### config.mk
export PLATFORM = sky130hd
export DESIGN_NAME = mult_unit
export DESIGN_NICKNAME = d
export VERILOG_FILES = /design/src/verilog/ex_pkg.sv /design/src/verilog/mult_unit.sv
export VERILOG_INCLUDE_DIRS = /design/src /design/src/verilog
export SDC_FILE = /design/constraint.sdc
export NUM_CORES = 2
export LEC_CHECK = 0
export ABC_AREA = 1
export BUFFER_PORTS_ARGS = -buffer_cell sky130_fd_sc_hd__buf_2
export CORE_MARGIN = 8
export CORE_UTILIZATION = 25
export CTS_CLUSTER_DIAMETER = 100
export DETAILED_ROUTE_END_ITERATION = 12
export PLACE_DENSITY = 0.36
export SYNTH_ARGS = -nofsm -noshare
export SYNTH_HDL_FRONTEND = slang
export SYNTH_SLANG_ARGS = --single-unit
### constraint.sdc
create_clock -name clk_i -period 6.98 [get_ports clk_i]
set_input_delay 0 -clock clk_i [delete_from_list [all_inputs] [get_ports clk_i]]
set_output_delay 0 -clock clk_i [all_outputs]
set_load 0.02 [all_outputs]
### src/verilog/ex_consts.svh
// execute slice constants: data width, register address width, pipe and queue depths

`ifndef EX_CONSTS_SVH
`define EX_CONSTS_SVH

// data path
`define XLEN        32   // integer register width
`define REG_AW      5    // rd address bits, 32 gprs

// multiplier pipe
`define MULT_STAGES 3    // registered stages, first one holds the raw product

// write-back ordering
`define ORDER_DEPTH 4    // issued but not yet retired requests

`endif

### src/verilog/ex_pkg.sv
// execute slice types: operator and unit encodings, request and write-back structs

`include "ex_consts.svh"

package ex_pkg;

  // operator field of a decoded request
  typedef enum logic [3:0] {
    OP_ADD  = 4'h0,
    OP_SUB  = 4'h1,
    OP_AND  = 4'h2,
    OP_OR   = 4'h3,
    OP_XOR  = 4'h4,
    OP_SLL  = 4'h5,
    OP_SRL  = 4'h6,
    OP_SRA  = 4'h7,
    OP_SLT  = 4'h8,
    OP_SLTU = 4'h9,
    OP_MUL  = 4'ha,   // low word of the product
    OP_MULH = 4'hb    // high word, both operands signed
  } alu_op_e;

  typedef enum logic {
    UNIT_ALU  = 1'b0,
    UNIT_MULT = 1'b1
  } unit_e;

  typedef struct packed {
    alu_op_e             op;
    logic [`XLEN-1:0]    operand_a;
    logic [`XLEN-1:0]    operand_b;
    logic [`REG_AW-1:0]  rd;
  } ex_req_t;   // 73 bits

  typedef struct packed {
    logic [`REG_AW-1:0]  rd;
    logic [`XLEN-1:0]    data;
  } wb_t;       // 37 bits

endpackage

### src/verilog/mult_unit.sv
// multiplier: fixed-depth 32x32 signed pipeline, low or high word out of the last stage

`timescale 1ns/1ns

`include "ex_consts.svh"

module mult_unit import ex_pkg::*; (
  input  logic    clk_i,
  input  logic    reset_i,

  input  logic    in_valid_i,
  output logic    in_ready_o,
  input  ex_req_t req_i,

  output logic    res_valid_o,
  input  logic    res_ready_i,
  output wb_t     res_o
);

  localparam int S = `MULT_STAGES;

  // what travels down the pipe
  typedef struct packed {
    logic [2*`XLEN-1:0] prod;
    logic               high;   // mulh, take the upper word
    logic [`REG_AW-1:0] rd;
  } mult_stage_t;

  logic signed [2*`XLEN-1:0] product;
  logic                      advance;   // whole pipe shifts this cycle

  logic [S-1:0]              valid_q;
  mult_stage_t               stage_q [S];

  // full signed product, low word is the same either way
  assign product = $signed(req_i.operand_a) * $signed(req_i.operand_b);

  // freeze everything while the tail result is held
  assign advance    = ~valid_q[S-1] | res_ready_i;
  assign in_ready_o = advance;

  //////////////////////
  // pipe registers
  //////////////////////

  always_ff @(posedge clk_i)
  begin
    if (reset_i)
      valid_q <= '0;
    else if (advance)
      valid_q <= {valid_q[S-2:0], in_valid_i};   // bubbles move too
  end

  always_ff @(posedge clk_i)
  begin
    if (advance)
    begin
      stage_q[0].prod <= product;
      stage_q[0].high <= (req_i.op == OP_MULH);
      stage_q[0].rd   <= req_i.rd;
      for (int i = 1; i < S; i++)
        stage_q[i] <= stage_q[i-1];
    end
  end

  // word select at the tail
  always_comb
  begin
    res_o.rd   = stage_q[S-1].rd;
    res_o.data = stage_q[S-1].high ? stage_q[S-1].prod[2*`XLEN-1:`XLEN]
                                   : stage_q[S-1].prod[`XLEN-1:0];
  end

  assign res_valid_o = valid_q[S-1];

endmodule

After elaboration in Yosys (flattened, before gate mapping) --
Memory sizes are Yosys's and may differ from the RTL's. Cells that the tools add are included.
Storage, ports and cells: flip-flop bits (word level) 3, bits in latches 0, bits in writable memories 210, memory bits (read-only) 0, input bits 77, output and inout port bits 39, word-level logic and storage cells 9, memories 1
Memories:
- stage_q | words 3, width 70, read ports 3, clocked after Yosys merged registers in 0, wr ports 3, RTL line mult_unit.sv:33 | mult_stage_t stage_q [S];
Operators by class: $add $sub $neg 0, multiply operators 1, divide/modulo/power cells 0, $lt $le $gt $ge 0, equal/unequal tests 1, shift-type cells 0, mux-type cells 3, bitwise operators 2, reduce and logical (&&, ||, !) cells 0
Operators with widths (number):
- multiplier 32 x 32 -> 64 bit | 1
- 2-to-1 mux 32 bit | 1
- equality test 4 bit, second input constant | 1
- 2-to-1 mux 1 bit | 2
- inverter 1 bit | 1
- bitwise OR 1 bit | 1

Logic depth before layout (Yosys ltp) --
depth after elaboration 4, gate-level depth with buffers 31, depth with buffers taken out 30

Worst setup path before layout --
No wires, ideal clock.
path type input to register, from input req_i[68] (netlist bit), to memory stage_q[0][68] (netlist bit), data pin, library setup time 0.252 ns, arrival time 6.528 ns, data required time 6.728 ns, slack 0.200 ns, cell stages on the path 27, buffers on the path 1, cells stage by stage clkbuf_1 > nand2_1 > inv_1 > fa_1 > inv_1 > fa_1 > inv_1 > fa_1 > fa_1 > inv_1 > fa_1 > inv_1 > fa_1 > inv_1 > fa_1 > fa_1 > inv_1 > ha_1 > a21oi_1 > a21boi_0 > nand2_1 > nand2_1 > nand2_1 > a21oi_1 > nand2_1 > nand2_1 > nand2_1
RTL lines:
- from (decl) | RTL line mult_unit.sv:13 | input ex_req_t req_i,
- to (decl) | RTL line mult_unit.sv:33

==> out/metrics.csv <==
metric;value;unit
status;finished, final reports clean;
max frequency;150;MHz
Synth Warn #;0;
# IOs;116;
post_cts resized;0;
WL met1;67000;um
Routed WL per cell;18.1;um
Crit Path Class;in2reg;
most common cell after layout, fill and taps aside;inv_1;
Place WS;-227;ps
Final setup viols;0;
Yosys top cell area share;47.6;%
Skew-Pair Late Insertion Delay;530;ps
crit-path max FO;11;
TritonCTS buffer count;25;
final worst path period need;6660;ps
# rows;156;
Compound-Gate Fraction of Synth Area;1.39;%
clk_skew;7.48;ps
final HPWL from detailed placement;128000;um
CP startpoint kind;primary input;
register area share after synthesis;14.0;%
mux contribution to synthesized area;0.792;%
share of cells above drive strength 1;11.4;%
Reg clk slew, reported paths;60;ps
fin cells;7943;
Clock Path Buffers;3;
Max Slew Vio Count;0;
Max-slew headroom;33.2;%
Synth area leaders;fa_1, edfxtp_1, inv_1, nand2_1, ha_1;
H-tree levels;1;
hold slack;189;ps
DR vias/cell;4.06;
Main synth FF type;edfxtp_1;
Die ar.;196000;sq um
Starting Density;25.2;%
Port Buffers;115;
period utilisation layout;95.3;%
CTS tree;done;
Area Growth Syn to Fin;15.9;%
Async SR Flop Fraction;0;%
synthesized area;45500;sq um
gr ovfl total;0;
DRC;0;
Fin Setup TNS;0;ps
dominant cell type by area after synthesis;fa_1;
Die H;443;um
drt pass-1 iters;5;
RSZ-0062 raised after global routing;false;
CP endpoint kind;flop;
Routed Antenna Nets;0;
placed insts;7883;
Final nets;6894;
gr usage total;14.8;%
largest net degree at the start of global routing;89;
WP data required;7210;ps
post-CTS setup buffers;0;
synth unique cells;39;
setup ws final;325;ps
Gate Count Post-Synth;5226;
vias in the first global route;36367;
Syn Nets;6569;
Via Count;32216;
total wire length;143000;um
GPL Wtd Cong;0.828;
Die X;443;um
most frequent cells in the layout;inv_1, nand2_1, fa_1;
Worst Hold Class;in2reg;
Synth Area in Adders;52.7;%
post-synthesis area per instance;8.70;sq um
max cap viols;0;
initial antenna violation count;14;
Synth Area in XOR/XNOR;0.770;%
number of enable flip-flop cells after synthesis;210;
CP Data Arrival Time;6890;ps
clk sink count;213;
Slew @ Worst Pin;1000;ps
first-pass GRT wire length;225000;um
Routed met2 length;70200;um
WL met3;3310;um
Core Region;181000;sq um
DR top layer;met5;
Synth Area in Simple Gates;15.0;%
clock root buffer;clkbuf_16;
Iteration-0 DRC Markers;1556;
largest family of logic cells by synthesized area;adder cells;
FF+latch count, synth;213;
Final Hold Viols;0;
cell type report:
cell class                 count  area (sq um)
fill                       19378        128000
multi-input combinational   3154         32100
sequential                   213          6370
inverter                    1658          6230
timing repair buffer         499          4210
tap                         2370          2970
clock buffer                  32           652
clock inverter                12           149
antenna                        5          12.5
cell usage after synthesis, types with 4 or more instances:
| cell type | n |
|---|---|
| a21oi_2 | 7 |
| nand3_1 | 54 |
| clkbuf_1 | 193 |
| inv_1 | 1652 |
| buf_4 | 5 |
| or2_2 | 7 |
| mux2_2 | 24 |
| nand3_2 | 11 |
| edfxtp_1 | 210 |
| a21oi_1 | 63 |
| xnor2_1 | 7 |
| inv_2 | 5 |
| nand2_2 | 22 |
| nor2_4 | 4 |
| nor2_2 | 25 |
| nor2_1 | 122 |
| mux2_1 | 8 |
| o21bai_1 | 9 |
| o21ai_1 | 6 |
| xor2_1 | 33 |
| nor3_1 | 7 |
| nand2_1 | 1419 |
| ha_1 | 184 |
| nand4_1 | 22 |
| fa_1 | 1082 |
| o21ai_0 | 23 |
cells by family after synthesis:
| kind of cell | count (synthesis) |
|---|---|
| flops | 213 |
| mux | 32 |
| fa+ha+maj | 1266 |
| simple gates | 1702 |
| buf+inv | 1859 |
| xor+xnor | 40 |
| compound gates | 114 |
metrics by stage:
stage          utilization, %  instance area, sq um
5_1_grt                  29.2                 52700
4_1_cts                  29.1                 52700
6_report                 29.2                 52700
3_5_place_dp             28.6                 51800
3_3_place_gp             28.6                 51800
2_1_floorplan               -                 45500
routing by layer:
layer	up-vias	GRT usage, %
met5	-	0
li1	15205	-
met2	437	26.2
met1	16438	20.2
met4	2	2.51
met3	134	1.05
path summary, 6_finish.rpt:
check / start / end / slack (ps) / cells after the start
worst max register to register: valid_q[2] / stage_q[0][133] / 4660 / 4
worst max-delay path: req_i[15] / stage_q[0][44] / 320 / 26
worst min register to register: stage_q[0][131] / stage_q[0][201] / 410 / 0
worst min-delay path: req_i[1] / stage_q[0][1] / 190 / 2
timing repair:
| action | CTS | global route |
|---|---|---|
| hold buffers | 11 | 0 |
| endpoints found under the hold margin | 9 | 0 |
| endpoints found under the setup margin | 0 | 0 |
sequential cells by signal (all words and copies together) (netlist names):
register,cells
stage_q,210
valid_q,3
critical path, stage by stage:
cell	delay, ps
buf_2	370
buf_4	280
buf_4	160
nand2_1	60
inv_1	80
fa_1	440
fa_1	560
inv_1	60
fa_1	490
fa_1	530
inv_1	60
fa_1	640
fa_1	460
fa_1	550
fa_1	430
ha_1	360
nand2_1	110
inv_1	50
a21oi_1	280
o21ai_0	230
inv_1	130
nand3_2	150
nand2_1	110
nand2_1	50
nand2_1	50
nand2_1	150
Power is not shown: default switching activity piles up to over one toggle a cycle in this logic, so the estimate is an artifact.
