===== config.mk =====
export PLATFORM = sky130hd
export DESIGN_NAME = wb_order
export DESIGN_NICKNAME = d
export VERILOG_FILES = /design/src/verilog/ex_pkg.sv /design/src/verilog/wb_order.sv
export VERILOG_INCLUDE_DIRS = /design/src /design/src/verilog
export SDC_FILE = /design/constraint.sdc
export NUM_CORES = 1
export LEC_CHECK = 0
export ABC_CLOCK_PERIOD_IN_PS = 6400
export BUFFER_PORTS_ARGS = -buffer_cell sky130_fd_sc_hd__buf_2
export CAP_MARGIN = 20
export CORE_MARGIN = 1
export CORE_UTILIZATION = 25
export CTS_CLUSTER_DIAMETER = 80
export DETAILED_ROUTE_END_ITERATION = 10
export GPL_TIMING_DRIVEN = 0
export PLACE_DENSITY = 0.64
export REMOVE_ABC_BUFFERS = 1
export SYNTH_ARGS = -nofsm -noshare
export SYNTH_HDL_FRONTEND = slang
export SYNTH_SLANG_ARGS = --single-unit

===== constraint.sdc =====
create_clock -name clk_i -period 6.4 [get_ports clk_i]
set_input_delay 0.96 -clock clk_i [delete_from_list [all_inputs] [get_ports clk_i]]
set_output_delay 0.96 -clock clk_i [all_outputs]
set_load 0.02 [all_outputs]

===== src/verilog/ex_consts.svh =====
// execute slice constants: data width, register address width, pipe and queue depths

`ifndef EX_CONSTS_SVH
`define EX_CONSTS_SVH

// data path
`define XLEN        32   // integer register width
`define REG_AW      5    // rd address bits, 32 gprs

// multiplier pipe
`define MULT_STAGES 3    // registered stages, first one holds the raw product

// write-back ordering
`define ORDER_DEPTH 4    // issued but not yet retired requests

`endif


===== src/verilog/ex_pkg.sv =====
// execute slice types: operator and unit encodings, request and write-back structs

`include "ex_consts.svh"

package ex_pkg;

  // operator field of a decoded request
  typedef enum logic [3:0] {
    OP_ADD  = 4'h0,
    OP_SUB  = 4'h1,
    OP_AND  = 4'h2,
    OP_OR   = 4'h3,
    OP_XOR  = 4'h4,
    OP_SLL  = 4'h5,
    OP_SRL  = 4'h6,
    OP_SRA  = 4'h7,
    OP_SLT  = 4'h8,
    OP_SLTU = 4'h9,
    OP_MUL  = 4'ha,   // low word of the product
    OP_MULH = 4'hb    // high word, both operands signed
  } alu_op_e;

  typedef enum logic {
    UNIT_ALU  = 1'b0,
    UNIT_MULT = 1'b1
  } unit_e;

  typedef struct packed {
    alu_op_e             op;
    logic [`XLEN-1:0]    operand_a;
    logic [`XLEN-1:0]    operand_b;
    logic [`REG_AW-1:0]  rd;
  } ex_req_t;   // 73 bits

  typedef struct packed {
    logic [`REG_AW-1:0]  rd;
    logic [`XLEN-1:0]    data;
  } wb_t;       // 37 bits

endpackage


===== src/verilog/wb_order.sv =====
// write-back order: merges alu and multiplier results back into issue order

`timescale 1ns/1ns

`include "ex_consts.svh"

module wb_order import ex_pkg::*; (
  input  logic  clk_i,
  input  logic  reset_i,

  // issue order pushes
  input  logic  ord_valid_i,
  output logic  ord_ready_o,
  input  unit_e ord_unit_i,

  // unit results
  input  logic  alu_valid_i,
  output logic  alu_ready_o,
  input  wb_t   alu_res_i,
  input  logic  mult_valid_i,
  output logic  mult_ready_o,
  input  wb_t   mult_res_i,

  // merged stream
  output logic  wb_valid_o,
  input  logic  wb_ready_i,
  output wb_t   wb_o
);

  localparam int D     = `ORDER_DEPTH;
  localparam int PTR_W = (D > 1) ? $clog2(D) : 1;
  localparam int CNT_W = $clog2(D + 1);

  unit_e            order_q [D];   // no reset, count_q says what is live
  logic [PTR_W-1:0] wr_ptr_q;
  logic [PTR_W-1:0] rd_ptr_q;
  logic [CNT_W-1:0] count_q;

  unit_e head;
  logic  empty;
  logic  push;
  logic  pop;

  assign head  = order_q[rd_ptr_q];
  assign empty = (count_q == '0);

  //////////////////////
  // head select
  //////////////////////

  // only the unit named at the head may pass, the other waits
  assign wb_valid_o   = ~empty & ((head == UNIT_ALU) ? alu_valid_i : mult_valid_i);
  assign wb_o         = (head == UNIT_ALU) ? alu_res_i : mult_res_i;
  assign alu_ready_o  = ~empty & (head == UNIT_ALU)  & wb_ready_i;
  assign mult_ready_o = ~empty & (head == UNIT_MULT) & wb_ready_i;

  assign pop         = wb_valid_o & wb_ready_i;
  assign ord_ready_o = (count_q != CNT_W'(D)) | pop;   // full queue can take one on a pop
  assign push        = ord_valid_i & ord_ready_o;

  //////////////////////
  // queue pointers
  //////////////////////

  always_ff @(posedge clk_i)
  begin
    if (reset_i)
    begin
      wr_ptr_q <= '0;
      rd_ptr_q <= '0;
      count_q  <= '0;
    end
    else
    begin
      if (push)
        wr_ptr_q <= (wr_ptr_q == PTR_W'(D - 1)) ? '0 : wr_ptr_q + 1'b1;
      if (pop)
        rd_ptr_q <= (rd_ptr_q == PTR_W'(D - 1)) ? '0 : rd_ptr_q + 1'b1;
      count_q <= count_q + CNT_W'(push) - CNT_W'(pop);
    end
  end

  always_ff @(posedge clk_i)
  begin
    if (push)
      order_q[wr_ptr_q] <= ord_unit_i;
  end

endmodule


Word level (Yosys, flattened, before mapping) --
Memories as Yosys holds them, arrays and structs flattened. A register that Yosys moved wholly into a read port is not among the register bits. Index checks and enable logic that the tools add are counted.
Cells by class: equality and inequality tests 3, reductions and logical operators 1, add/sub/neg operators 4, multiplexer cells 8, bitwise logic cells 10
Operators with widths (count):
- 37-bit 2-to-1 mux | 1
- 2-bit 2-to-1 mux | 4
- 1-bit bitwise AND | 7
- 2-bit by 1-bit adder with 2-bit output, second input constant | 2
- 2-bit == test, second input constant | 2
- 3-bit by 1-bit adder with 3-bit output | 1
- 3-bit logical NOT | 1
- 1-bit 2-to-1 mux | 3
- 3-bit inequality test, second input constant | 1
- 3-bit by 1-bit subtractor with 3-bit output | 1
- 1-bit NOT | 2
- 1-bit bitwise OR | 1
Storage, ports and cells: memories 1, flip-flop bits (word level) 7, input port bits 81, output and inout port bits 41, bits in writable memories 4, word-level logic and storage cells 30
Memories:
- order_q | depth 4, bits a word 1, read ports 1, clocked after Yosys merged registers in 1, wr ports 1, RTL line wb_order.sv:34 | unit_e order_q [D];

Logic depth before layout (Yosys ltp) --
depth in word-level cells 8, gate-level depth with buffers 13

Worst setup path after synthesis --
Ideal clock, no wire load.
kind reg-to-output, start register with a tool-made name, end output port ord_ready_o, stages on the path, launching flop included 6, path slack 3.683 ns, buffers on the path 2, arrival time 1.757 ns, path through dfxtp_1 > mux4_2 > buf_6 > buf_2 > mux2i_1 > o21ai_0
RTL lines:
- end, declared | RTL line wb_order.sv:13 | output logic ord_ready_o,

==> metrics <==
Hold Path End wr_ptr_q[1]; hold-fix buffer count after cts 0; hold wc startpoint wr_ptr_q[1]; post-CTS setup buffers 0; Die Ht 70.1 um; Fin Setup TNS 0 ns; Pleak about 0.94 nW; Antenna Cells 0; type of the most critical hold path register to register; final core occ 41.7%; Sink Count 13; Core ar. 4410 um^2; Die Wd around 70 um; Netlist cell types 27; Worst-Margin Slew 0.962 ns; Primary FF master, synth dfxtp_1; largest net degree at the start of global routing 44; R2R Path End count_q[2]; Critical Path Max Stage Delay a little under 0.9 ns; Startpoint Class register; Fillers 434; port bufs between 100 and 150; die area 4910 um^2; Worst Path Required 6.53 ns; status complete, no violations; per-cell routed wire length 11.2 um; clock latency on the worst-skew pair 0.23 ns; FMAX 315 MHz; hold path depth 2; critical path type register to register; placed cell areas 1790 um^2; num ports 122; max_cap viols 0; final slew viol count 0; routed vias 1213; Post-synth top cells mux2_2 (37), dfxtp_1 (9), ha_1 (7), nor2_1 (7), inv_1 (6); average cell area after synthesis 10.8 um^2; Initial Util 26.2%; initial antenna violation count 0; GRT Util Overall 12.7%; Clock Skew 0.00135 ns; Worst Path Arrival about 3.3 ns; cell taking the most area after synthesis mux2_2; Worst path slowest cell mux4_2; grt total ovfl 0; Final Hold Viols 0; number of flops mapped to enable cells by yosys 4; Synth area leaders mux2_2 (36%), dfxtp_1 (16%), edfxtp_1 (10%); Worst Setup End Kind register; Row Count 24; Cells after Synth 107; vias per cell 4.36; DR pass1 iterations 4; worst reg-to-reg setup slack 3.23 ns; clk root buf clkbuf_8; share of cells above drive strength 1 73.9%; # DRC 0; Routed Antenna Nets 0; Seq/Total Area, Yosys 25.9%; Worst-path clk slew around 0.050 ns; RSZ-0062 raised after global routing false; worst r2r src order_q[3]; final WL approximately 3100 um; Final Cell Area roughly 1800 um^2; Num CTS Buffers 3; Final Critical Period roughly 3.2 ns; area share of the largest cell type after synthesis between 30% and 40%; global-route wire length before repair between 5000 and 6000 um; worst-path cell chain mux4_2 -> a211oi_2 -> a31o_2 -> inv_2 -> ha_1 -> inv_1 -> ha_1 -> inv_1 -> fa_1 -> xor2_1 -> xnor2_1 -> nor2_1; vias in the first global route 1177; #FFs+latches synth 13; post_cts resized 0; CTS Buffer Depth 2; worst slack, placed ~3.2 ns; CTS tree done; VDD IR max 0.176 mV; max-slew headroom at the worst pin 35.9%; hpwl dp around 2700 um; crit share post-route 49.6%; Synth Warn # 0; Worst Setup Slack, final 3.23 ns; Hold Slack 0.520 ns; PwrDens 352 nW/um^2; htree depth 1; maximum fanout along the worst path between 40 and 50; top-count cell post-synth mux2_2; Synth async-reset ratio 0%; gpl congestion roughly 0.76; Iter 0 DRT Violations 15; nets 316; Post-Syn Area 1160 um^2; worst reg-to-reg path cell count 12; Area growth syn-to-layout 58.7%; # setup viols final 0
## critical path: cells and delay by family, from the launching register on
kind	cells	cell delay, ns
fa+ha+maj	3	0.78
simple gates	1	0.05
mux	1	0.88
buf+inv	3	0.18
compound gates	2	0.49
flops	1	0.35
xor+xnor	2	0.32
## through the flow
step	power, mW	instances
CTS	0.660	278
detailed placement	0.586	274
global route	0.697	278
floorplan	0.452	101
finish	0.647	278
global placement	0.581	274
## how the worst max path moves through the flow
stage | slack (ns) | cells after the start | endpoint | from
CTS | 3.18 | 12 | count_q[2] | register
global route | 2.96 | 12 | count_q[2] | register
global placement | 3.25 | 12 | count_q[2] | register
detailed placement | 3.19 | 12 | count_q[2] | register
floorplan | 3.48 | 12 | count_q[2] | register
finish | 3.23 | 12 | count_q[2] | order_q[3]
## kinds of logic (layout without fill, tap and decap cells)
logic type	count (synthesis)	count (layout)	share of synthesized area (%)
DFF	13	13	25.9
adders and majority gates	8	8	9.29
AOI/OAI and AO/OA	5	5	3.78
xor gates and xnor gates	2	2	1.51
muxes	44	44	44.6
buffers and inverters	13	132	5.29
and+or+nand+nor	22	22	9.61
## per-layer routing
| layer | GRT usage (%) | routed length, um |
|---|---|---|
| met5 | 0 | 0 |
| met4 | 2.67 | 0 |
| met1 | 16.5 | 1370 |
| met2 | 22.3 | 1480 |
| met3 | 1.88 | 279 |
## power breakdown
group	internal (mW)	leakage (nW)	switching (mW)	total [mW]
logic	0.208	0.808	0.245	0.454
registers	0.107	0.110	0.0167	0.123
clock network	0.0437	0.0228	0.0259	0.0696
## placed cells by master, fill, tap and decap left out, types with 2 or more instances in the layout
master,netlist,routed
ha_1,7,7
nor3b_1,2,2
edfxtp_1,4,4
nand2b_1,2,2
mux2_2,37,37
mux2i_1,4,4
inv_1,6,6
nand2_1,3,3
dfxtp_1,9,9
buf_2,4,121
o311ai_0,2,2
nor3_1,3,3
clkbuf_8,0,3
and2_1,4,4
nor2_1,7,7
## final cells by class
type                    instances  area (um^2)  area share, %
well taps                      52         65.1           3.54
flip-flops and latches         13          300           16.3
repair buffers                121          606           32.9
clock buffers                   4         45.0           2.45
inverters                       7         26.3           1.43
multi-input cells              81          797           43.3
Note: power is estimated with default switching activity, not from simulation.
