--- src/verilog/ex_consts.svh ---
// execute slice constants: data width, register address width, pipe and queue depths

`ifndef EX_CONSTS_SVH
`define EX_CONSTS_SVH

// data path
`define XLEN        32   // integer register width
`define REG_AW      5    // rd address bits, 32 gprs

// multiplier pipe
`define MULT_STAGES 3    // registered stages, first one holds the raw product

// write-back ordering
`define ORDER_DEPTH 4    // issued but not yet retired requests

`endif

--- src/verilog/ex_pkg.sv ---
// execute slice types: operator and unit encodings, request and write-back structs

`include "ex_consts.svh"

package ex_pkg;

  // operator field of a decoded request
  typedef enum logic [3:0] {
    OP_ADD  = 4'h0,
    OP_SUB  = 4'h1,
    OP_AND  = 4'h2,
    OP_OR   = 4'h3,
    OP_XOR  = 4'h4,
    OP_SLL  = 4'h5,
    OP_SRL  = 4'h6,
    OP_SRA  = 4'h7,
    OP_SLT  = 4'h8,
    OP_SLTU = 4'h9,
    OP_MUL  = 4'ha,   // low word of the product
    OP_MULH = 4'hb    // high word, both operands signed
  } alu_op_e;

  typedef enum logic {
    UNIT_ALU  = 1'b0,
    UNIT_MULT = 1'b1
  } unit_e;

  typedef struct packed {
    alu_op_e             op;
    logic [`XLEN-1:0]    operand_a;
    logic [`XLEN-1:0]    operand_b;
    logic [`REG_AW-1:0]  rd;
  } ex_req_t;   // 73 bits

  typedef struct packed {
    logic [`REG_AW-1:0]  rd;
    logic [`XLEN-1:0]    data;
  } wb_t;       // 37 bits

endpackage

--- src/verilog/alu_unit.sv ---
// alu unit: single-cycle integer operations into a one-deep result register

`timescale 1ns/1ns

`include "ex_consts.svh"

module alu_unit import ex_pkg::*; (
  input  logic    clk_i,
  input  logic    reset_i,

  input  logic    in_valid_i,
  output logic    in_ready_o,
  input  ex_req_t req_i,

  output logic    res_valid_o,
  input  logic    res_ready_i,
  output wb_t     res_o
);

  localparam int SHW = $clog2(`XLEN);   // shift amount bits

  logic [`XLEN-1:0] result;
  logic [SHW-1:0]   shamt;
  logic             lt_s;   // signed less-than
  logic             lt_u;   // unsigned less-than

  logic             valid_q;
  wb_t              res_q;

  assign shamt = req_i.operand_b[SHW-1:0];   // only the low bits count
  assign lt_s  = $signed(req_i.operand_a) < $signed(req_i.operand_b);
  assign lt_u  = req_i.operand_a < req_i.operand_b;

  //////////////////////
  // operation mux
  //////////////////////

  always_comb
  begin
    case (req_i.op)
      OP_ADD:  result = req_i.operand_a + req_i.operand_b;
      OP_SUB:  result = req_i.operand_a - req_i.operand_b;
      OP_AND:  result = req_i.operand_a & req_i.operand_b;
      OP_OR:   result = req_i.operand_a | req_i.operand_b;
      OP_XOR:  result = req_i.operand_a ^ req_i.operand_b;
      OP_SLL:  result = req_i.operand_a << shamt;
      OP_SRL:  result = req_i.operand_a >> shamt;
      OP_SRA:  result = $unsigned($signed(req_i.operand_a) >>> shamt);   // sign fill
      OP_SLT:  result = {{(`XLEN-1){1'b0}}, lt_s};
      OP_SLTU: result = {{(`XLEN-1){1'b0}}, lt_u};
      default: result = '0;   // mul ops never get here
    endcase
  end

  //////////////////////
  // result slot
  //////////////////////

  assign in_ready_o = ~valid_q | res_ready_i;   // empty or draining

  always_ff @(posedge clk_i)
  begin
    if (reset_i)
      valid_q <= 1'b0;
    else if (in_ready_o)
      valid_q <= in_valid_i;
  end

  always_ff @(posedge clk_i)
  begin
    if (in_valid_i && in_ready_o)
    begin
      res_q.rd   <= req_i.rd;
      res_q.data <= result;
    end
  end

  assign res_valid_o = valid_q;
  assign res_o       = res_q;

endmodule

--- config.mk ---
export PLATFORM = sky130hd
export DESIGN_NAME = alu_unit
export DESIGN_NICKNAME = d
export VERILOG_FILES = /design/src/verilog/ex_pkg.sv /design/src/verilog/alu_unit.sv
export VERILOG_INCLUDE_DIRS = /design/src /design/src/verilog
export SDC_FILE = /design/constraint.sdc
export NUM_CORES = 1
export LEC_CHECK = 0
export BUFFER_PORTS_ARGS = -buffer_cell sky130_fd_sc_hd__buf_2
export CELL_PAD_IN_SITES_DETAIL_PLACEMENT = 1
export CELL_PAD_IN_SITES_GLOBAL_PLACEMENT = 2
export CORE_ASPECT_RATIO = 0.8
export CORE_MARGIN = 2
export CORE_UTILIZATION = 38
export DETAILED_ROUTE_END_ITERATION = 16
export PLACE_DENSITY = 0.92
export SYNTH_ARGS = -nofsm -noshare
export SYNTH_HDL_FRONTEND = slang
export SYNTH_SLANG_ARGS = --single-unit
--- constraint.sdc ---
create_clock -name clk_i -period 7.55 [get_ports clk_i]
set_input_delay 2.265 -clock clk_i [delete_from_list [all_inputs] [get_ports clk_i]]
set_output_delay 2.265 -clock clk_i [all_outputs]
set_load 0.005 [all_outputs]
Word level (Yosys, flattened, before mapping)
Cells that the tools add are included.
{ "word_totals": {"reg_bits": 38, "latch_bits": 0, "ramBits": 0, "rom_bits": 0, "output_inout_bits": 39, "wordCells": 27, "memories": 0} }
{ "op_classes": {"add_sub_neg": 2, "n_mul": 0, "div": 0, "magnitude_cmp": 2, "eq_ne": 9, "shifts": 3, "n_mux": 1, "n_bitwise": 5, "n_reduce_logical": 2} }
{ "ops": {"columns": ["op", "count"], "rows": [
  ["$pmux W32 S10", 1],
  ["$lt A32 B32 Y1", 2],
  ["$add A32 B32 Y32", 1],
  ["$and A32 B32 Y32", 1],
  ["$or A32 B32 Y32", 1],
  ["$shl A32 B5 Y32", 1],
  ["$shr A32 B5 Y32", 1],
  ["$sshr A32 B5 Y32", 1],
  ["$sub A32 B32 Y32", 1],
  ["$xor A32 B32 Y32", 1],
  ["$eq A4 B3 Y1 const B", 4],
  ["$eq A4 B2 Y1 const B", 2],
  ["$eq A4 B4 Y1 const B", 2],
  ["$eq A4 B1 Y1 const B", 1],
  ["$logic_not A4 Y1", 1],
  ["$logic_and A1 B1 Y1", 1],
  ["$not A1 Y1", 1],
  ["$or A1 B1 Y1", 1]
]} }

Longest topological paths before layout
{ "logic_depth": {"ltp_word": 3, "mapped_depth": 16} }

Worst setup path before layout
OpenSTA, ideal clock, no wires.
{ "synth_path": {"path_kind": "input to register", "from": "input req_i[7] (netlist bit)", "to": "register res_q, in the netlist res_o[28] (data pin)", "setup_time_ns": 0.259, "t_arrival_ns": 5.324, "required_ns": 7.291, "path_slack_ns": 1.968, "cell_stages": 16, "cell_sequence": "inv_1 buf_2 buf_4 buf_1 ha_1 buf_2 and2b_1 o2111ai_1 a31oi_1 o22ai_1 o31ai_1 nand2_1 o21ai_0 o21ai_1 xnor2_1 a211o_1"} }
{ "synth_via": {"elab_chain_cells": 2, "elab_cells_between_ends": 6, "cone_classes": "add/sub (2); shift (3); mux (1)"} }
{ "synth_rtl": {"columns": ["element", "line_no", "source"], "rows": [
  ["from (decl)", "alu_unit.sv:13", "input ex_req_t req_i,"],
  ["$sub A32 B32 Y32, or another cell as far along", "alu_unit.sv:42", "OP_SUB: result = req_i.operand_a - req_i.operand_b;"],
  ["$pmux W32 S10 *", "alu_unit.sv:40", "case (req_i.op)"],
  ["via result[28]", "alu_unit.sv:22", "logic [`XLEN-1:0] result;"],
  ["to (decl)", "alu_unit.sv:28", "wb_t res_q;"]
]} }
The timed path passes the listed nets; every way through them passes the cells marked *.
A chain may end at the register's enable or synchronous reset.

Worst setup path after layout
{ "layout_path": {"from": "input req_i[5] (netlist bit)", "to": "register res_q, in the netlist res_o[28] (data pin)"} }
The elaborated chain is that of the path after synthesis.

==> summary.txt <==
Placed design
  – Number of port buffers: around 120
  – DP HPWL: about 33,000 µm
  – GPL Wtd Cong: approximately 0.98
  – Dpl ws: 1.46 ns

STA
  – Hold WS: between 0.5 and 0.6 ns
  – Pins Over Slew Limit: 0
  – Sum Neg Setup Slack: 0 ns
  – Worst Clk Skew: between 0.004 and 0.005 ns
  – Crit share post-route: 0.782
  – F_max: 169 MHz
  – Max-slew headroom: 0.271
  – Final-report hold violation count: 0
  – Post-route minimum period: between 5 and 6 ns
  – RSZ-0062 raised after global routing: no
  – Final worst setup slack: between 1.5 and 2 ns
  – Final setup fails: 0
  – Least-Margin Pin Slew: 1.09 ns

Worst hold path
  – Hold crit path type: reg -> reg

Yosys
  – Compound-Gate Fraction of Synth Area: 0.306
  – Synthesized area: between 9000 and 10,000 µm²
  – Main synth FF type: edfxtp_1
  – Syn_area_per_cell: approximately 7.3 µm²
  – Largest area contributor in the netlist: ha_1
  – Simple-gate share of the synthesized area: 0.188
  – Sequential area share after synthesis: 0.122
  – Post-synth EDFFs: 37
  – Yosys top cell area share: 0.132
  – Main combinational cell family by area after synthesis: compound AO/OA/AOI/OAI gates
  – #FFs+latches synth: 38
  – Top cells by area, synth: ha_1 (13%), edfxtp_1 (12%), mux2i_1 (8.5%)
  – Asr flop ratio synth: 0
  – Ys Warns: 0
  – Post-Synth Adder-Cell Area: 0.136
  – Mapped Cells: approximately 1,300
  – Synth Area in XOR/XNOR: 0.0198
  – Synth Net Count: about 1,400
  – Number of distinct library cells after synthesis: 94
  – Mux cell area share after synthesis: 0.143

Routing
  – Drt first pass iters: 5
  – Vias per cell: about 6.4
  – Final wirelength: 42,300 µm
  – DRT iter0 DRCs: about 1,100
  – Final antenna-violating net count: 0
  – Post-DR wirelength/cell: 25.8 µm
  – Via count: roughly 11,000
  – Number of DRC violations after detailed routing: 0

Floorplanning
  – Die H: 144 µm
  – Initial core utilization: 0.385
  – Die W: between 150 and 200 µm
  – Core area: 24,200 µm²
  – FP Rows: 51
  – Die Area: between 20,000 and 30,000 µm²
  – Ports: between 100 and 150

Clock network
  – CTS sink count: 38
  – CTS root buf: clkbuf_16
  – Clock-pin transition on the worst setup and hold timing paths: about 0.070 ns
  – Hold buffer count at CTS: 0
  – Clock latency on the worst-skew pair: 0.31 ns
  – Post-CTS resize count: 0
  – CTS tree: yes
  – Post-CTS Setup Inserts: 0
  – Num CTS Buffers: 5
  – Maximum buffer depth of the clock tree: 2
  – H-Tree Level Count: 2

Finish
  – Final core utilization: 0.418
  – Register area: 1130 µm²
  – Multi-input logic area: 7390 µm²
  – Final Net Count: about 1,500
  – Commonest non-fill, non-tap cells in the layout: nor2_1 (159), a21oi_1 (115), o21ai_0 (115)
  – Area Growth Syn to Fin: 8.72%
  – Most common cell after layout, fill and taps aside: nor2_1
  – Filler instances: roughly 3,100
  – Share of cells above drive strength 1: 0.144

Global route
  – Initial antenna violation count: 1
  – First-pass GRT wire length: roughly 63,000 µm
  – Total grt overflow: 0
  – Largest net degree at the start of global routing: 60
  – Met1 Use GR: 0.489
  – Met2 usage in global routing: 0.467
  – Most Crowded Layer GR: met1
  – Met3 usage: 0.0804
  – Vias in the first global route: between 10,000 and 15,000
  – Total track usage: 0.327

Outcome
  – Status: finished clean

Power and ir drop
  – Comb pwr share: 0.584
  – P_sw: approximately 570 µW
  – Power per Cell Area: around 120 nW/µm²
  – Clock share of power: 0.192
  – Internal power of the cells: 621 µW
  – Leak: around 4.4 nW
  – Sw Share: 0.478
  – Max IR drop VDD: approximately 75 µV
  – Sequential share of power: 0.224

Critical path
  – Critical Path Source Type: input pin
  – Crit Path Class: in -> reg
  – CP Capture Type: flip-flop
  – Crit-path most repeated cell: buf_4
  – Highest-delay cell along the critical path: buf_4
  – Crit path DAT: 5.96 ns
  – Ordered cell list for the critical path: buf_4 > ha_1 > inv_1 > fa_1 > and2b_1 > o2111ai_1 > a31oi_1 > o22ai_1 > o31ai_1 > buf_4 > nand2_1 > o21ai_0 > o21ai_1 > xnor2_1 > a211o_1
  – CP peak stage delay: 0.48 ns
  – CP max FO: 56
  – Data required time of the worst path: ~7.6 ns

Run
  – Number of max-cap violations: 0
## metal layers
| layer | up-vias | routed length, µm |
|---|---|---|
| met5 | - | 0 |
| met4 | 0 | 758 |
| met3 | 45 | 4590 |
| met2 | 513 | 17400 |
| met1 | 5220 | 19500 |
| li1 | 4737 | - |
## state kept, by name (all words and copies together) (netlist names)
register,cells
res_valid_o,1
res_o,37
## cell usage after synthesis (all sizes together), types with 19 or more instances
cell / instances
nor2: 160
o21ai: 124
a21oi: 116
inv: 99
ha: 98
nand2: 92
mux2i: 79
buf: 50
clkbuf: 39
edfxtp: 37
a211oi: 30
nor3: 28
mux4: 21
o211ai: 21
nand2b: 19
nand3: 19
## area by class of cell
type                            count  share of cell area
Sequential cell                    38               0.112
Inverter                           99              0.0367
Clock inverter                      3             0.00161
Multi-Input combinational cell   1043               0.730
Tap cell                          318              0.0393
Timing Repair Buffer              129              0.0675
Clock buffer                        5              0.0124
Antenna cell                        1            0.000247
## final timing paths
| path | slack, ns | startpoint | endpoint | cells past startpoint |
|---|---|---|---|---|
| max | 1.64 | req_i[5] | res_o[28]$_DFFE_PP_ | 15 |
| min | 0.53 | res_valid_o$_SDFFE_PP0N_ | res_valid_o$_SDFFE_PP0N_ | 2 |
| max reg2reg | 5.84 | res_valid_o$_SDFFE_PP0N_ | res_o[9]$_DFFE_PP_ | 2 |
| min reg2reg | 0.53 | res_valid_o$_SDFFE_PP0N_ | res_valid_o$_SDFFE_PP0N_ | 2 |
## logic make-up after synthesis
logic type,after synthesis
xor gates and xnor gates,21
DFF,38
and+or+nand+nor,380
AOI/OAI and AO/OA,437
muxes,105
adders and majority gates,100
buffers and inverters,188
## power by group through the flow
| stage | logic, mW | clock network (mW) | registers, mW |
|---|---|---|---|
| 2_1_floorplan | 0.441 | 0 | 0.269 |
| 3_3_place_gp | 0.660 | 0 | 0.269 |
| 3_5_place_dp | 0.669 | 0 | 0.269 |
| 4_1_cts | 0.674 | 0.232 | 0.265 |
| 5_1_grt | 0.744 | 0.237 | 0.268 |
| 6_report | 0.695 | 0.229 | 0.266 |
## critical path, delay by kind of cell
family	cells	cell delay [ns]
AOI/OAI and AO/OA	7	1.71
adders and majority gates	2	0.77
buffers and inverters	3	0.74
and+or+nand+nor	2	0.30
xor gates and xnor gates	1	0.14
## per-stage QoR
| stage | std cells | power [mW] | area [µm²] |
|---|---|---|---|
| 6_report | 1636 | 1.19 | 10100 |
| 5_1_grt | 1635 | 1.25 | 10100 |
| 4_1_cts | 1635 | 1.17 | 10100 |
| 3_5_place_dp | 1627 | 0.938 | 9980 |
| 3_3_place_gp | 1627 | 0.929 | 9980 |
| 2_1_floorplan | 1269 | 0.710 | 9310 |
No activity file was read; power rests on OpenSTA's default activity.
