$ cat src/verilog/ex_consts.svh
// execute slice constants: data width, register address width, pipe and queue depths

`ifndef EX_CONSTS_SVH
`define EX_CONSTS_SVH

// data path
`define XLEN        32   // integer register width
`define REG_AW      5    // rd address bits, 32 gprs

// multiplier pipe
`define MULT_STAGES 3    // registered stages, first one holds the raw product

// write-back ordering
`define ORDER_DEPTH 4    // issued but not yet retired requests

`endif

$ cat src/verilog/ex_pkg.sv
// execute slice types: operator and unit encodings, request and write-back structs

`include "ex_consts.svh"

package ex_pkg;

  // operator field of a decoded request
  typedef enum logic [3:0] {
    OP_ADD  = 4'h0,
    OP_SUB  = 4'h1,
    OP_AND  = 4'h2,
    OP_OR   = 4'h3,
    OP_XOR  = 4'h4,
    OP_SLL  = 4'h5,
    OP_SRL  = 4'h6,
    OP_SRA  = 4'h7,
    OP_SLT  = 4'h8,
    OP_SLTU = 4'h9,
    OP_MUL  = 4'ha,   // low word of the product
    OP_MULH = 4'hb    // high word, both operands signed
  } alu_op_e;

  typedef enum logic {
    UNIT_ALU  = 1'b0,
    UNIT_MULT = 1'b1
  } unit_e;

  typedef struct packed {
    alu_op_e             op;
    logic [`XLEN-1:0]    operand_a;
    logic [`XLEN-1:0]    operand_b;
    logic [`REG_AW-1:0]  rd;
  } ex_req_t;   // 73 bits

  typedef struct packed {
    logic [`REG_AW-1:0]  rd;
    logic [`XLEN-1:0]    data;
  } wb_t;       // 37 bits

endpackage

$ cat src/verilog/ex_issue.sv
// issue: picks alu or multiplier for each request and logs the choice in the order queue

`timescale 1ns/1ns

module ex_issue import ex_pkg::*; (
  // from the input slice
  input  logic    req_valid_i,
  output logic    req_ready_o,
  input  ex_req_t req_i,

  // to the execution units
  output logic    alu_valid_o,
  input  logic    alu_ready_i,
  output logic    mult_valid_o,
  input  logic    mult_ready_i,
  output ex_req_t req_o,        // both units see the same request

  // push into the write-back order queue
  output logic    ord_valid_o,
  input  logic    ord_ready_i,
  output unit_e   ord_unit_o
);

  unit_e target;       // unit that will execute this request
  logic  is_mult;
  logic  unit_ready;   // ready of the chosen unit

  //////////////////////
  // unit decode
  //////////////////////

  assign is_mult    = (req_i.op == OP_MUL) || (req_i.op == OP_MULH);
  assign target     = is_mult ? UNIT_MULT : UNIT_ALU;
  assign unit_ready = is_mult ? mult_ready_i : alu_ready_i;

  //////////////////////
  // handshake fork
  //////////////////////

  // each side only fires when the other one can take it too
  assign alu_valid_o  = req_valid_i & ~is_mult & ord_ready_i;
  assign mult_valid_o = req_valid_i &  is_mult & ord_ready_i;
  assign ord_valid_o  = req_valid_i & unit_ready;

  assign req_ready_o  = unit_ready & ord_ready_i;   // unit and queue both take it

  assign req_o      = req_i;
  assign ord_unit_o = target;

endmodule

$ cat config.mk
export PLATFORM = sky130hd
export DESIGN_NAME = ex_issue
export DESIGN_NICKNAME = d
export VERILOG_FILES = /design/src/verilog/ex_pkg.sv /design/src/verilog/ex_issue.sv
export VERILOG_INCLUDE_DIRS = /design/src /design/src/verilog
export SDC_FILE = /design/constraint.sdc
export NUM_CORES = 1
export LEC_CHECK = 0
export ABC_AREA = 0
export BUFFER_PORTS_ARGS = -buffer_cell sky130_fd_sc_hd__buf_2
export CORE_AREA = 2 2 59 61
export DETAILED_ROUTE_END_ITERATION = 10
export DIE_AREA = 0 0 61 63
export PLACE_DENSITY = 0.85
export SKIP_LAST_GASP = 1
export SLEW_MARGIN = 10
export SYNTH_ARGS = -nofsm -noshare
export SYNTH_HDL_FRONTEND = slang
export SYNTH_SLANG_ARGS = --single-unit
$ cat constraint.sdc
create_clock -name vclk -period 1.3
set_input_delay 0.39 -clock vclk [all_inputs]
set_output_delay 0.39 -clock vclk [all_outputs]
set_load 0.05 [all_outputs]
# --- Yosys cells after proc, flatten, opt, wreduce, memory -nomap -nowiden ---
# Cells that the tools add are included.
# Widths: inputs -> output; s select.
totals:
  register_bits: 0
  latchBits: 0
  mem_bits_rw: 0
  romBits: 0
  input_bits: 77
  output_inout_bits: 78
  elab_cells: 12
  n_memories: 0
classes:
  addsub: 0
  mul: 0
  div_mod_pow: 0
  n_lt_le_gt_ge: 0
  eq_ne: 2
  shifts: 0
  mux: 2
  bitwise_logic: 7
  n_reduce_logical: 1
op_table:
  columns: ["operator", "n"]
  rows:
  - ["$eq 4x4->1 const B", 2]
  - ["$and 1x1->1", 6]
  - ["$mux 1", 2]
  - ["$logic_or 1x1->1", 1]
  - ["$not 1->1", 1]

# --- Longest topological paths before layout ---
# Gate-level depths: netlist (run 1).
depth:
  word_depth: 5
  ltp_mapped: 3

# --- Least setup slack after synthesis (run 1) ---
# No wires, ideal clock.
synth_timing:
  path_kind: "input-to-output"
  startpoint: "in req_i[71] in the netlist's numbering"
  endpoint: "out ord_valid_o"
  arrival_ps: 1801
  required_time_ps: 910
  setup_slack_ps: -891
  cell_stages: 3
  path_buffers: 1
  path_cell_list: "and3b_1 > clkbuf_2 > mux2i_1"
synth_via:
  elab_chain_len: 4
  word_cells_on_any_way: 5
  classes_between: "eq/ne: 2; mux: 1; bitwise: 1; reduce/logical: 1"
synth_lines:
  columns: ["element", "line", "text"]
  rows:
  - ["start, declared", "ex_issue.sv:9", "input ex_req_t req_i,"]
  - ["$eq 4x4->1", "ex_issue.sv:32", "assign is_mult = (req_i.op == OP_MUL) || (req_i.op == OP_MULH);"]
  - ["$logic_or 1x1->1 (*)", "ex_issue.sv:32", null]
  - ["$mux 1 (*)", "ex_issue.sv:34", "assign unit_ready = is_mult ? mult_ready_i : alu_ready_i;"]
  - ["$and 1x1->1 (*)", "ex_issue.sv:43", "assign ord_valid_o = req_valid_i & unit_ready;"]
  - ["end, declared", "ex_issue.sv:19", "output logic ord_valid_o,"]
# Every way passes the cells marked *; elsewhere a longest branch is shown, timed or not.

# --- Worst setup path after layout (run 1) ---
layout_timing:
  startpoint: "in req_i[71] in the netlist's numbering"
  endpoint: "out req_ready_o"
layout_via:
  elab_chain_len: 4
  word_cells_on_any_way: 5
  classes_between: "eq/ne: 2; mux: 1; bitwise: 1; reduce/logical: 1"
layout_lines:
  columns: ["element", "line", "text"]
  rows:
  - ["$eq 4x4->1", "ex_issue.sv:32", null]
  - ["$logic_or 1x1->1 (*)", "ex_issue.sv:32", null]
  - ["$mux 1 (*)", "ex_issue.sv:34", null]
  - ["$and 1x1->1 (*)", "ex_issue.sv:45", "assign req_ready_o = unit_ready & ord_ready_i;"]
  - ["end, declared", "ex_issue.sv:8", "output logic req_ready_o,"]
# Marks and branches as above.

==> Implementation_results.wiki, run 1 <==
{| class="wikitable"
! Metric !! Value
|-
| Ranking of synthesized cells by area || buf_4 90%, mux2i_1 3.3%, nand2_1 3.1%
|-
| Biggest cell delay along the critical path || around 0.22 ns
|-
| Count of pins on the block boundary || between 150 and 200
|-
| CP Data Required Time || roughly 0.9 ns
|-
| Cell Pwr Density || roughly 400 nW/µm²
|-
| Most frequent standard cell in the layout excluding fill and tap cells || buf_2
|-
| Arrival time of the worst setup path || roughly 1.2 ns
|-
| Number of distinct library cells after synthesis || 7
|-
| Met2 Use GR || under 10%
|-
| Combined global-route utilization of all metal layers || under 10%
|-
| Antenna violations before repair || 0
|-
| Port Buffer Count || 15
|-
| Worst Hold Path Cells || 0
|-
| Dominant cell type by area after synthesis || buf_4
|-
| Destination of the worst hold path || req_o[40]
|-
| Yosys warning total || 0
|-
| Max_cap viols || 0
|-
| Start-to-end type of the worst setup path || primary input to primary output
|-
| Post-detailed-route wirelength per cell || approximately 14 µm
|-
| Antenna violation net count after detailed routing || 0
|-
| Vias || around 250
|-
| Cell Rows || 21
|-
| Final period utilization || 124.1%
|-
| F_max || slightly above 600 MHz
|-
| Cell at the slowest stage of the critical path || mux2i_4
|-
| Post-place instance area || approximately 230 µm²
|-
| Family with the most delay on the worst path || buffers and inverters
|-
| Worst path bufs/invs || 3
|-
| Violated checks || setup timing
|-
| Number of endpoints with negative hold slack in the final report || 0
|-
| Average footprint of a synthesized cell || a little over 7 µm²
|-
| Residual DRC count || 0
|-
| Post-layout nets || approximately 110
|-
| GRT met1 Usage || 0.2466%
|-
| Layout Area Growth over Synthesis || -52.25%
|-
| Proportion of power drawn by combinational gates || 100.0%
|-
| Pin count of the biggest net entering global routing || 5
|-
| Sequential cell area in the final layout || 0 µm²
|-
| Post-route standard cell area excluding fillers || approximately 290 µm²
|-
| DR vias/cell || about 3.4
|-
| Wire length of the first global-routing pass || roughly 1300 µm
|-
| Worst slew pin tran || around 0.25 ns
|-
| Post-synthesis cell area || 610.6 µm²
|-
| Initial standard-cell utilization of the core || between 10% and 20%
|-
| Outcome || finished with violations
|-
| Global placer's final weighted congestion || ~0.42
|-
| Leading cell types in the layout, fill and taps excluded || 9 x buf_2, 5 x nand2_1, 4 x buf_6
|-
| CP startpoint kind || primary input
|-
| Final number of max-transition violations || 0
|-
| Setup crit end kind || primary output
|-
| Worst hold path class || primary input to primary output
|-
| Grt met3 use || under 10%
|-
| Synth Net Count || roughly 160
|-
| Number of global-route vias before repair || 270
|-
| Clock share of power || 0%
|-
| Hold WS || ~0.8 ns
|-
| Unrepaired setup endpoints after global routing || true
|-
| Sequential share of the synthesized area || 0%
|-
| Fill count || around 380
|-
| Clk_buf instances || 0
|-
| CP max FO || 4
|-
| Floorplan Core Area || roughly 3200 µm²
|-
| Number of antenna repair diodes || 0
|-
| Leak || between 0.1 and 0.15 nW
|-
| First drt pass iteration count || 2
|-
| Switch Pwr || slightly above 0.07 mW
|-
| Share of layout cells above drive strength 1 || between 70% and 80%
|-
| Internal power component || between 0.04 and 0.05 mW
|-
| Share of the core filled with cells || a little under a tenth
|-
| Overall Power || between 0.1 and 0.15 mW
|-
| IR Drop Worst-Case VDD || 30.94 µV
|-
| Detailed-route wire length || 1020 µm
|-
| Relative slew slack || between 80% and 90%
|-
| Detailed router's first-iteration violation count || 1
|-
| Global-route layer with the greatest usage || met4
|-
| Number of setup buffers added after CTS || 0
|-
| Crit path time final || about 1.6 ns
|-
| Dpl ws || -0.4336 ns
|-
| Post-synthesis cell count || 84
|-
| Worst Min Path Start || req_i[40]
|-
| Post-DP HPWL || slightly above 800 µm
|-
| Die outline height || around 63 µm
|-
| Die width || around 61 µm
|-
| Area share of the leading cell type in the synthesized netlist || approximately 90%
|-
| Final worst slack || -0.3138 ns
|-
| Final-report setup violation count || 5
|-
| Ordered cell list for the critical path || buf_6 -> and3b_1 -> buf_6 -> mux2i_4 -> buf_6
|-
| Total grt overflow || 0
|-
| Share of total power in sequential cells || 0%
|-
| Die Outline Area || slightly below 4000 µm²
|-
| Sequential cells || 0
|-
| Net switching share of the total power || 60.89%
|-
| Cell seen most often among critical-path stages || buf_6
|}
-- power by group through the flow --
| stage | logic, mW | registers, mW | clock network, mW |
|---|---|---|---|
| final | 0.116 | 0 | 0 |
| after CTS | 0.113 | 0 | 0 |
| after global placement | 0.0952 | 0 | 0 |
| after detailed placement | 0.0965 | 0 | 0 |
| after floorplan | 0.657 | 0 | 0 |
| after global routing | 0.122 | 0 | 0 |
-- repair_timing --
action | 4_1_cts | 5_1_grt
hold buffers | 0 | 0
pin swaps | 0 | 1
setup endpoints to repair | 5 | 5
gates resized for setup | 14 | 2
-- through the flow --
step / TNS (ns) / cells
after detailed placement: -1.934 / 73
final: -1.354 / 73
after global routing: -1.542 / 73
after global placement: -1.837 / 73
after CTS: -1.385 / 73
after floorplan: -1.241 / 84
-- worst max path at each step --
stage	end	slack (ns)	start	depth (start not counted)
after floorplan	ord_valid_o	-0.35	req_i[71]	3
after global placement	ord_valid_o	-0.41	req_i[71]	5
after detailed placement	req_ready_o	-0.43	req_i[71]	5
after CTS	ord_valid_o	-0.32	req_i[71]	5
after global routing	req_ready_o	-0.35	req_i[71]	5
final	req_ready_o	-0.31	req_i[71]	5
-- logic make-up (layout without fill, tap and decap cells) --
kind of cell           count (synthesis)  after routing  share of synthesized area, %
AND/OR/NAND/NOR                        8              8                         6.148
buffers and inverters                 74             17                         90.57
multiplexers                           2              2                         3.279
-- synth_stat cells, drive strengths merged --
master / number
buf: 73
and3b: 1
mux2i: 2
clkbuf: 1
and3: 1
nand2: 5
nor2: 1
-- area by class of cell --
cell class / instances / area, µm² / share of cell area, %
timing repair buffer: 17 / 142.6 / 48.93
tap: 46 / 57.56 / 19.74
multi-input combinational: 10 / 91.34 / 31.33
-- per-layer routing --
layer	vias to the layer above	part of all wire [%]	routed length [µm]
met1	87	13	134
met2	55	35	362
met5	-	0	0
met4	0	22	229
li1	69	-	-
met3	38	29	294
Power figures use the tool's default switching activity.
==> inputs of run 2 (changes only) <==
--- a/config.mk
+++ b/config.mk
@@ -11,7 +11,7 @@
 export CORE_AREA = 2 2 59 61
 export DETAILED_ROUTE_END_ITERATION = 10
 export DIE_AREA = 0 0 61 63
-export PLACE_DENSITY = 0.85
+export PLACE_DENSITY = 0.74
 export SKIP_LAST_GASP = 1
 export SLEW_MARGIN = 10
 export SYNTH_ARGS = -nofsm -noshare
==> Implementation_results.wiki, run 2 (synthesized netlist as in run 1, its figures left out) <==
{| class="wikitable"
! Metric !! Value
|-
| Die outline height || 63 µm (unchanged)
|-
| Hold WS || 0.7800 ns (unchanged)
|-
| Combined global-route utilization of all metal layers || 3.603% (-1.1 points)
|-
| F_max || 616.4 MHz (-0.53%)
|-
| Wire length of the first global-routing pass || 1021 µm (-23%)
|-
| Sequential cells || 0 (unchanged)
|-
| Die Outline Area || 3843 µm² (unchanged)
|-
| CP Data Required Time || 0.91 ns (about the same)
|-
| Relative slew slack || 83.42% (-0.092 points)
|-
| DR vias/cell || 3.203 (-6.1%)
|-
| Leading cell types in the layout, fill and taps excluded || 10 x buf_2, 5 x nand2_1, 4 x buf_6
|-
| Final Instance Count excl. Fillers || 74 (+1.4%)
|-
| Worst hold path class || primary input to primary output
|-
| Dpl ws || -0.4290 ns (+0.004574 ns)
|-
| Residual DRC count || 0 (unchanged)
|-
| Proportion of power drawn by combinational gates || 100.0% (about the same)
|-
| Total grt overflow || 0 (unchanged)
|-
| CP startpoint kind || primary input
|-
| Worst Min Path Start || req_i[50]
|-
| Detailed-route wire length || 937 µm (-8.1%)
|-
| Fill count || 376 (+0.27%)
|-
| Number of global-route vias before repair || 217 (-20%)
|-
| Final worst slack || -0.3223 ns (-0.008531 ns)
|-
| Outcome || finished with violations
|-
| Share of layout cells above drive strength 1 || 78.57% (+0.79 points)
|-
| Unrepaired setup endpoints after global routing || true
|-
| Share of total power in sequential cells || 0% (unchanged)
|-
| Count of pins on the block boundary || 155 (unchanged)
|-
| Max_cap viols || 0 (unchanged)
|-
| Destination of the worst hold path || req_o[50]
|-
| Total negative setup slack || -1.337 ns (+0.01717 ns)
|-
| Cell Pwr Density || 399.0 nW/µm² (+0.60%)
|-
| Initial standard-cell utilization of the core || 18.89% (unchanged)
|-
| Global placer's final weighted congestion || 0.4182 (unchanged)
|-
| Most frequent standard cell in the layout excluding fill and tap cells || buf_2
|-
| Internal power component || 0.04463 mW (-1.3%)
|-
| Number of endpoints with negative hold slack in the final report || 0 (unchanged)
|-
| Violated checks || setup timing
|-
| Post-detailed-route wirelength per cell || 12.66 µm (-9.4%)
|-
| Worst slew pin tran || 0.2504 ns (+0.001387 ns)
|-
| Leak || 0.1253 nW (+2.2%)
|-
| Total instance count after detailed placement || 74 (+1.4%)
|-
| IR Drop Worst-Case VDD || 23.87 µV (-23%)
|-
| Detailed router's first-iteration violation count || 1 (unchanged)
|-
| Cell seen most often among critical-path stages || buf_6
|-
| CP max FO || 5 (+1)
|-
| Family with the most delay on the worst path || buffers and inverters
|-
| Ordered cell list for the critical path || buf_6 -> and3b_1 -> buf_6 -> mux2i_4 -> buf_6
|-
| Net switching share of the total power || 61.30% (+0.41 points)
|-
| CTS Hold Bufs || 0 (unchanged)
|-
| Layout Area Growth over Synthesis || -52.66%
|-
| Worst path bufs/invs || 3 (unchanged)
|-
| Cell Rows || 21 (unchanged)
|-
| Final period utilization || 124.8% (+0.66 points)
|-
| Area occupied by multi-input gates || 91.34 µm² (unchanged)
|-
| Arrival time of the worst setup path || 1.23 ns (about the same)
|-
| Start-to-end type of the worst setup path || primary input to primary output
|-
| Floorplan Core Area || 3232 µm² (unchanged)
|-
| Number of antenna repair diodes || 0 (unchanged)
|-
| Pin count of the biggest net entering global routing || 6 (+1)
|-
| Crit path time final || 1.622 ns (+0.008531 ns)
|-
| Biggest cell delay along the critical path || 0.23 ns (about the same)
|-
| Post-DP HPWL || 704.3 µm (-13%)
|-
| Die width || 61 µm (unchanged)
|-
| Post-layout nets || 107 (+0.94%)
|-
| Sequential cell area in the final layout || 0 µm² (unchanged)
|-
| First drt pass iteration count || 2 (unchanged)
|-
| Clk_buf instances || 0 (unchanged)
|-
| Vias || 237 (-4.8%)
|-
| Final-report setup violation count || 5 (unchanged)
|-
| Port Buffer Count || 15 (unchanged)
|-
| Worst Hold Path Cells || 0 (unchanged)
|-
| Clock share of power || 0% (unchanged)
|-
| Switch Pwr || 0.07071 mW (+0.41%)
|-
| Cell at the slowest stage of the critical path || mux2i_4
|-
| Antenna violations before repair || 0 (unchanged)
|-
| Final number of max-transition violations || 0 (unchanged)
|-
| Antenna violation net count after detailed routing || 0 (unchanged)
|-
| Number of setup buffers added after CTS || 0 (unchanged)
|-
| Setup crit end kind || primary output
|}
-- run 2: cell count changes in the layout (fill, tap and decap cells not counted) --
cell | previous run | this run
buf_4 | 1 | 2
buf_2 | 9 | 10
buf_8 | 3 | 2
-- run 2: layout make-up --
type | count | share of cell area [%]
Multi-Input combinational cell | 10 | 31.60
Timing Repair Buffer | 18 | 48.48
Tap cell | 46 | 19.91
-- run 2: worst max path at each step --
stage / start / cells past startpoint / end
after floorplan: req_i[71] / 3 / ord_valid_o
after global placement: req_i[71] / 5 / req_ready_o
after detailed placement: req_i[71] / 5 / req_ready_o
after CTS: req_i[71] / 5 / req_ready_o
after global routing: req_i[71] / 5 / ord_valid_o
final: req_i[71] / 5 / ord_valid_o
-- run 2: stage by stage --
stage	total power, mW	utilization [%]	instance area [µm²]
5_1_grt	0.1195	8.943	289.0
4_1_cts	0.1122	8.711	281.5
3_3_place_gp	0.09802	7.472	241.5
3_5_place_dp	0.09847	7.472	241.5
6_report	0.1153	8.943	289.0
2_1_floorplan	0.6570	-	648.1
-- run 2: repair_timing --
action	CTS	global route
pin swaps	1	2
setup endpoints to repair	5	5
resized for setup	11	2
-- run 2: power groups by stage --
stage               clock [mW]  combinational [mW]  sequential [mW]
floorplan                    0               0.657                0
global placement             0              0.0980                0
detailed placement           0              0.0985                0
CTS                          0               0.112                0
global route                 0               0.119                0
finish                       0               0.115                0
-- run 2: layer usage --
metal | vias to the layer above | wire (µm) | track usage (%)
met5 | - | 0 | 0
met4 | 0 | 172 | 7.880
met3 | 34 | 287 | 5.797
met2 | 51 | 344 | 4.301
met1 | 82 | 132 | 0
li1 | 70 | - | -
